`config.mk`:
```
export PLATFORM = sky130hd
export DESIGN_NAME = dz_countdown_top
export DESIGN_NICKNAME = d
export VERILOG_FILES = /design/src/dz_pkg.sv /design/src/dz_scan_if.sv /design/src/dz_countdown.sv /design/src/dz_countdown_top.sv /design/src/dz_glyph_rom.sv /design/src/dz_matrix_scan.sv
export SDC_FILE = /design/constraint.sdc
export NUM_CORES = 1
export LEC_CHECK = 0
export BUFFER_PORTS_ARGS = -buffer_cell sky130_fd_sc_hd__buf_2
export CORE_MARGIN = 3
export CORE_UTILIZATION = 60
export CTS_BUF_LIST = sky130_fd_sc_hd__clkbuf_4 sky130_fd_sc_hd__clkbuf_8
export CTS_CLUSTER_SIZE = 30
export DETAILED_ROUTE_END_ITERATION = 12
export PLACE_DENSITY = 0.85
export SLEW_MARGIN = 40
export SYNTH_ARGS = -nofsm -noshare
export SYNTH_HDL_FRONTEND = slang
export SYNTH_SLANG_ARGS = --single-unit
```
`constraint.sdc`:
```
create_clock -name clk -period 5.6 [get_ports clk]
set_input_delay 0.28 -clock clk [delete_from_list [all_inputs] [get_ports clk]]
set_output_delay 0.28 -clock clk [all_outputs]
set_load 0.02 [all_outputs]
```
`src/dz_pkg.sv`:
```
package dz_pkg;

    // matrix geometry
    localparam int ROWS = 8;

    // displayed digit, 0 to 5
    typedef logic [2:0] digit_t;

    // row currently being scanned
    typedef logic [2:0] row_idx_t;

    // row lines, active low, bit n drives row n
    typedef logic [7:0] row_bits_t;

    // one colour's column lines, active high
    typedef logic [7:0] col_bits_t;

    // countdown controller states
    typedef enum logic [1:0]
    {
        CD_IDLE  = 2'd0,  // blank, waiting for start_req
        CD_COUNT = 2'd1,  // stepping digits down
        CD_DONE  = 2'd2   // showing 0, ack high
    } cd_state_t;

endpackage

```
`src/dz_scan_if.sv`:
```
`timescale 1ns/10ps

interface dz_scan_if import dz_pkg::*; ();

    digit_t    digit;     // digit on display
    logic      blank;     // columns off
    logic      row_tick;  // one cycle per row step
    row_idx_t  row_idx;   // row being looked up
    col_bits_t colr;      // red pattern for row_idx
    col_bits_t colg;      // green pattern for row_idx

    modport ctrl
    (
        output digit,
        output blank,
        input  row_tick
    );

    modport scan
    (
        output row_tick,
        output row_idx,
        input  colr,
        input  colg,
        input  blank
    );

    modport rom
    (
        input  digit,
        input  row_idx,
        output colr,
        output colg
    );

endinterface
```
`src/dz_countdown.sv`:
```
`timescale 1ns/10ps

module dz_countdown import dz_pkg::*;
#(
    parameter int FRAMES_PER_STEP = 1,
    parameter int START_DIGIT     = 5
)
(
    input  logic      clk,
    input  logic      rst,
    input  logic      start_req,
    output logic      start_ack,
    dz_scan_if.ctrl   sif
);

    // row ticks per digit
    localparam int DWELL = ROWS * FRAMES_PER_STEP;
    localparam int DW    = $clog2(DWELL);

    cd_state_t         state;
    logic [DW-1:0]     dwell_cnt;

    always_ff @(posedge clk or posedge rst)
    begin
        if (rst)
        begin
            state     <= CD_IDLE;
            sif.digit <= '0;
            sif.blank <= 1'b1;
            start_ack <= 1'b0;
            dwell_cnt <= '0;
        end
        else
        begin
            case (state)
                CD_IDLE:
                begin
                    if (start_req && !start_ack)
                    begin
                        state     <= CD_COUNT;
                        sif.digit <= digit_t'(START_DIGIT);
                        sif.blank <= 1'b0;
                        dwell_cnt <= '0;
                    end
                end
                CD_COUNT:
                begin
                    if (sif.row_tick)
                    begin
                        if (dwell_cnt == DW'(DWELL - 1))
                        begin
                            dwell_cnt <= '0;
                            sif.digit <= sif.digit - digit_t'(1);
                            // stepping 1 -> 0 ends the count
                            if (sif.digit == digit_t'(1))
                            begin
                                state     <= CD_DONE;
                                start_ack <= 1'b1;
                            end
                        end
                        else
                        begin
                            dwell_cnt <= dwell_cnt + DW'(1);
                        end
                    end
                end
                CD_DONE:
                begin
                    if (!start_req)  // host released so blank and drop ack
                    begin
                        state     <= CD_IDLE;
                        start_ack <= 1'b0;
                        sif.blank <= 1'b1;
                    end
                end
                default:
                begin
                    state <= CD_IDLE;
                end
            endcase
        end
    end

    a_ack_only_done: assert property (@(posedge clk) disable iff (rst)
        start_ack |-> (state == CD_DONE))
        else $error("start_ack high outside CD_DONE");

    a_digit_range: assert property (@(posedge clk) disable iff (rst)
        sif.digit <= digit_t'(START_DIGIT))
        else $error("digit above START_DIGIT");

    // digit moves only by one step down or a fresh load
    a_digit_step: assert property (@(posedge clk) disable iff (rst)
        $changed(sif.digit) |->
            (sif.digit == digit_t'($past(sif.digit) - digit_t'(1))) ||
            (sif.digit == digit_t'(START_DIGIT)))
        else $error("digit jumped");

endmodule

```
`src/dz_countdown_top.sv`:
```
`timescale 1ns/10ps

module dz_countdown_top import dz_pkg::*;
#(
    parameter int SCAN_DIV        = 4,
    parameter int FRAMES_PER_STEP = 2,
    parameter int START_DIGIT     = 5
)
(
    input  logic      clk,
    input  logic      rst,
    input  logic      start_req,
    output logic      start_ack,
    output row_bits_t row,
    output col_bits_t colr,
    output col_bits_t colg
);

    dz_scan_if sif ();

    dz_countdown
    #(
        .FRAMES_PER_STEP (FRAMES_PER_STEP),
        .START_DIGIT     (START_DIGIT)
    )
    i_dz_countdown
    (
        .clk       (clk),
        .rst       (rst),
        .start_req (start_req),
        .start_ack (start_ack),
        .sif       (sif.ctrl)
    );

    dz_glyph_rom i_dz_glyph_rom
    (
        .sif (sif.rom)
    );

    dz_matrix_scan
    #(
        .SCAN_DIV (SCAN_DIV)
    )
    i_dz_matrix_scan
    (
        .clk  (clk),
        .rst  (rst),
        .row  (row),
        .colr (colr),
        .colg (colg),
        .sif  (sif.scan)
    );

endmodule

```
`src/dz_glyph_rom.sv`:
```
`timescale 1ns/10ps

module dz_glyph_rom import dz_pkg::*;
(
    dz_scan_if.rom sif
);

    col_bits_t pat;  // glyph row before colour gating

    always_comb
    begin
        pat = '0;
        case (sif.digit)
            3'd5:
            begin
                case (sif.row_idx)
                    3'd0: pat = 8'b0111_1110;
                    3'd1: pat = 8'b0110_0000;
                    3'd2: pat = 8'b0111_1100;
                    3'd3: pat = 8'b0000_0110;
                    3'd4: pat = 8'b0000_0110;
                    3'd5: pat = 8'b0110_0110;
                    3'd6: pat = 8'b0011_1100;
                    default: pat = '0;
                endcase
            end
            3'd4:
            begin
                case (sif.row_idx)
                    3'd0: pat = 8'b0000_1100;
                    3'd1: pat = 8'b0001_1100;
                    3'd2: pat = 8'b0010_1100;
                    3'd3: pat = 8'b0100_1100;
                    3'd4: pat = 8'b0111_1110;
                    3'd5: pat = 8'b0000_1100;
                    3'd6: pat = 8'b0000_1100;
                    default: pat = '0;
                endcase
            end
            3'd3:
            begin
                case (sif.row_idx)
                    3'd0: pat = 8'b0011_1100;
                    3'd1: pat = 8'b0110_0110;
                    3'd2: pat = 8'b0000_0110;
                    3'd3: pat = 8'b0001_1100;  // middle stroke
                    3'd4: pat = 8'b0000_0110;
                    3'd5: pat = 8'b0110_0110;
                    3'd6: pat = 8'b0011_1100;
                    default: pat = '0;
                endcase
            end
            3'd2:
            begin
                case (sif.row_idx)
                    3'd1: pat = 8'b0011_1100;
                    3'd2: pat = 8'b0110_0110;
                    3'd3: pat = 8'b0000_0110;
                    3'd4: pat = 8'b0000_1100;
                    3'd5: pat = 8'b0011_0000;
                    3'd6: pat = 8'b0110_0000;
                    3'd7: pat = 8'b0111_1110;
                    default: pat = '0;
                endcase
            end
            3'd1:
            begin
                case (sif.row_idx)
                    3'd0: pat = '0;
                    3'd3: pat = 8'b0011_1000;
                    3'd7: pat = 8'b0111_1110;
                    default: pat = 8'b0001_1000;
                endcase
            end
            3'd0:
            begin
                case (sif.row_idx)
                    3'd0: pat = '0;
                    3'd1: pat = 8'b0011_1100;
                    3'd7: pat = 8'b0011_1100;
                    default: pat = 8'b0100_0010;
                endcase
            end
            default:
            begin
                pat = '0;  // out of range stays dark
            end
        endcase
    end

    // red for 2..5, green for 0..3, both gives yellow
    assign sif.colr = (sif.digit >= digit_t'(2) && sif.digit <= digit_t'(5)) ? pat : '0;
    assign sif.colg = (sif.digit <= digit_t'(3)) ? pat : '0;

    always_comb
    begin
        a_digit_known: assert ($isunknown(sif.digit) || sif.digit <= digit_t'(5))
            else $error("glyph ROM got digit %0d", sif.digit);
    end

endmodule

```
`src/dz_matrix_scan.sv`:
```
`timescale 1ns/10ps

module dz_matrix_scan import dz_pkg::*;
#(
    parameter int SCAN_DIV = 2
)
(
    input  logic      clk,
    input  logic      rst,
    output row_bits_t row,
    output col_bits_t colr,
    output col_bits_t colg,
    dz_scan_if.scan   sif
);

    localparam int PW = $clog2(SCAN_DIV);

    logic [PW-1:0] pre_cnt;

    // free running prescaler
    always_ff @(posedge clk or posedge rst)
    begin
        if (rst)
        begin
            pre_cnt <= '0;
        end
        else if (pre_cnt == PW'(SCAN_DIV - 1))
        begin
            pre_cnt <= '0;
        end
        else
        begin
            pre_cnt <= pre_cnt + PW'(1);
        end
    end

    assign sif.row_tick = (pre_cnt == PW'(SCAN_DIV - 1));

    always_ff @(posedge clk or posedge rst)
    begin
        if (rst)
        begin
            sif.row_idx <= '0;
            row         <= '1;  // all rows off
            colr        <= '0;
            colg        <= '0;
        end
        else if (sif.row_tick)
        begin
            // row and columns latched together for the same row_idx
            row  <= ~(row_bits_t'(1) << sif.row_idx);
            colr <= sif.blank ? '0 : sif.colr;
            colg <= sif.blank ? '0 : sif.colg;
            if (sif.row_idx == row_idx_t'(ROWS - 1))
            begin
                sif.row_idx <= '0;
            end
            else
            begin
                sif.row_idx <= sif.row_idx + row_idx_t'(1);
            end
        end
    end

    // once scanning starts there is always exactly one active row
    a_row_onehot: assert property (@(posedge clk) disable iff (rst)
        (row != '1) |=> $onehot(~row))
        else $error("row not one-hot low");

    // a full row period of blank leaves the columns dark
    a_blank_cols: assert property (@(posedge clk) disable iff (rst)
        (sif.blank && $past(sif.blank, SCAN_DIV)) |-> (colr == '0 && colg == '0))
        else $error("columns lit while blank");

endmodule

```
==> impl_results.md <==
* Outcome: finished with violations
* Failing checks: negative hold slack
* Die ar. at 0.00433 mm2
* DRC errors left at 0
* Vias in the first global route at 1676
* WL final at 4530 um
* CTS tree: built
* Worst Setup Start Kind: flip-flop
* Hold Worst Slack at -6.77 ps
* Setup Viol. Count Final at 0
* Synth Flop Type: dfrtp_1
* Post-synth top area cell: dfrtp_1
* RSZ-0062 raised after global routing: no
* Hold Path Class: in -> async
* Initial antenna violation count at 0
* Post-synthesis compound-gate area fraction at 0.229
* Avg Vias per Cell at 5.90
* Yosys cell types at 51
* Final Cycle Share at 0.465
* Total power at 0.585 mW
* XOR/XNOR Fraction of Synth Area at 0.00408
* Number of synthesized register bits at 36
* Synth warnings at 0
* Die width at 65.8 um
* Final TNS setup at 0 ps
* Clk sinks at 36
* Max-slew headroom at 0.535
* CP Capture Type: flip-flop
* Area delta synth->final at 8.58%
* Total grt overflow at 0
* Fin crit period at 2600 ps
* Mux cell area share after synthesis at 0.0140
* R2R setup slack at 3000 ps
* Fin. Hold Viols at 11
* Mapped Area at 0.00214 mm2
* Cts bufs inserted at 5
* Gr usage total at 0.231
* Fill cells at 274
* Drt first pass iters at 5
* Post-Synth Adder-Cell Area at 0.0817
* Util after Layout at 0.687
* Worst r2r src: i_dz_matrix_scan.sif.row_idx[2]
* Layout cells sized above 1 at 0.206
* Reg2reg path depth at 7
* Post-CTS setup buffers at 0
* Worst VDD drop at 0.174 mV
* Top post-synthesis cells by area: dfrtp_1, dfstp_2, ha_1, o22ai_1, inv_1
* WP data required at 5820 ps
* Worst skew pair latency at 360 ps
* Largest family of logic cells by synthesized area: compound AO/OA/AOI/OAI gates
* Lkg Pwr at 1.05 nW
* CTS H-tree depth at 2
* Clock transition at the registers of the reported paths at 110 ps
* Placed inst area at 0.00226 mm2
* HPWL Detailed at 3120 um
* Share of flip-flops with an asynchronous set or reset at 1.00
* Post-route ant nets at 0
* Hold_buf cts at 0
* Die Y at 65.8 um
* Number of flops mapped to enable cells by yosys at 0
* Initial DRC Count at 192
* Max-cap violations at 0
* Post-Route Skew at 12.7 ps
* Synth top area share at 0.315
* Core Region at 0.00339 mm2
* Leading cell type in the layout, fill and taps excluded: dfrtp_1
* N_diodes at 0
* Max Fclk at 384 MHz
* Nets@finish at 264
* Ports at 28
* Setup CP Type: reg -> reg
* Most frequent cells in the layout: dfrtp_1, buf_2, inv_1
* Gpl congestion at 0.959
* Root Driver: clkbuf_4
* Via count at 1736
* Worst slew pin tran at 697 ps
* Crit path max fanout at 22
* Clock buffer depth at 2
* CP arrival at 2830 ps
* Routed len/inst at 15.4 um
* Power density over the cells at 251 mW/mm2
* Synth Instances at 227
* Synth Area per Inst at 9.45 um2
* IO buf count at 23
* Reg2reg end: i_dz_matrix_scan.colg[4]
* Starting Density at 0.633
* Rows at 21
* Largest net degree at the start of global routing at 37
* Sequential-to-total area share from yosys stat at 0.425
* Fin. max-slew vios at 0
* Post-synthesis simple-gate area fraction at 0.169
* PostCTS Resize Cnt at 0
* Post-route cell area at 0.00233 mm2
* First-pass GRT wire length at 7570 um
==> worst max path at each step <==
| stage | slack (ps) | endpoint | from | cells after the start |
|---|---|---|---|---|
| 5_1_grt | 2790 | i_dz_matrix_scan.colg[4] | i_dz_matrix_scan.sif.row_idx[2] | 7 |
| 3_5_place_dp | 3070 | i_dz_matrix_scan.colg[3] | i_dz_matrix_scan.sif.row_idx[2] | 7 |
| 4_1_cts | 3040 | i_dz_matrix_scan.colg[3] | i_dz_matrix_scan.sif.row_idx[2] | 7 |
| 3_3_place_gp | 3120 | i_dz_matrix_scan.colg[4] | i_dz_matrix_scan.sif.row_idx[2] | 7 |
| 2_1_floorplan | 3410 | i_dz_matrix_scan.colg[3] | i_dz_matrix_scan.sif.row_idx[1] | 7 |
| 6_report | 3000 | i_dz_matrix_scan.colg[4] | i_dz_matrix_scan.sif.row_idx[2] | 7 |
==> cells by family after synthesis <==
logic type                 Yosys count
other                                1
and+or+nand+nor                     68
muxes                                3
xor gates and xnor gates             1
buffers and inverters               36
DFF                                 36
adders and majority gates           14
AOI/OAI and AO/OA                   68
==> power by group <==
part           internal (mW)  switching [mW]
Combinational         0.0597          0.0770
Clock                 0.0596          0.0876
Sequential             0.279          0.0217
==> cell usage after synthesis, types with 3 or more instances <==
cell type / count
nor2b_1: 9
a21oi_1: 15
o211ai_1: 3
dfrtp_1: 27
o31ai_1: 7
nand3b_1: 3
dfstp_2: 9
mux2i_1: 3
inv_1: 21
and2_1: 4
buf_1: 3
nor2_1: 20
ha_1: 14
buf_4: 4
o22ai_1: 13
o21ai_0: 10
nand2_1: 11
clkbuf_1: 5
nor3_1: 6
==> metrics by stage <==
| step | setup slack (ps) | cells |
|---|---|---|
| after global placement | 3120 | 286 |
| after floorplan | 3410 | 230 |
| after detailed placement | 3070 | 286 |
| after global routing | 2790 | 294 |
| final | 3000 | 294 |
| after CTS | 3040 | 294 |
==> registers in the layout, indices dropped and copies added, names as in the netlist <==
name                          count
i_dz_matrix_scan.colr             6
i_dz_matrix_scan.colg             6
i_dz_matrix_scan.sif.row_idx      3
i_dz_countdown.dwell_cnt          4
i_dz_countdown.state              2
i_dz_countdown.sif.blank          1
i_dz_matrix_scan.pre_cnt          2
i_dz_matrix_scan.row              8
i_dz_countdown.start_ack          1
i_dz_countdown.sif.digit          3
==> critical path: stages, from the launching register on <==
cell,delay (ps)
dfrtp_1,740
inv_1,190
ha_1,330
or4b_4,520
o2111ai_2,100
nand4_1,150
a211oi_1,310
o22ai_1,140
==> layer usage <==
layer / part of all wire / track usage / up-vias / wire length [um]
li1: - / - / 847 / -
met1: 0.44 / 0.310 / 826 / 1980
met2: 0.49 / 0.360 / 53 / 2220
met3: 0.054 / 0.0476 / 10 / 243
met4: 0.017 / 0.104 / 0 / 76
met5: 0 / 0 / - / 0
==> area by class of cell <==
class | count | area (um2) | area share
Clock buffer | 6 | 51.3 | 0.0220
Sequential cell | 36 | 912 | 0.392
Timing Repair Buffer | 25 | 130 | 0.0559
Tap cell | 46 | 57.6 | 0.0247
Inverter | 21 | 78.8 | 0.0339
Multi-Input combinational cell | 158 | 1090 | 0.467
Clock inverter | 2 | 10.0 | 0.00430
No activity file was read; power rests on OpenSTA's default activity.
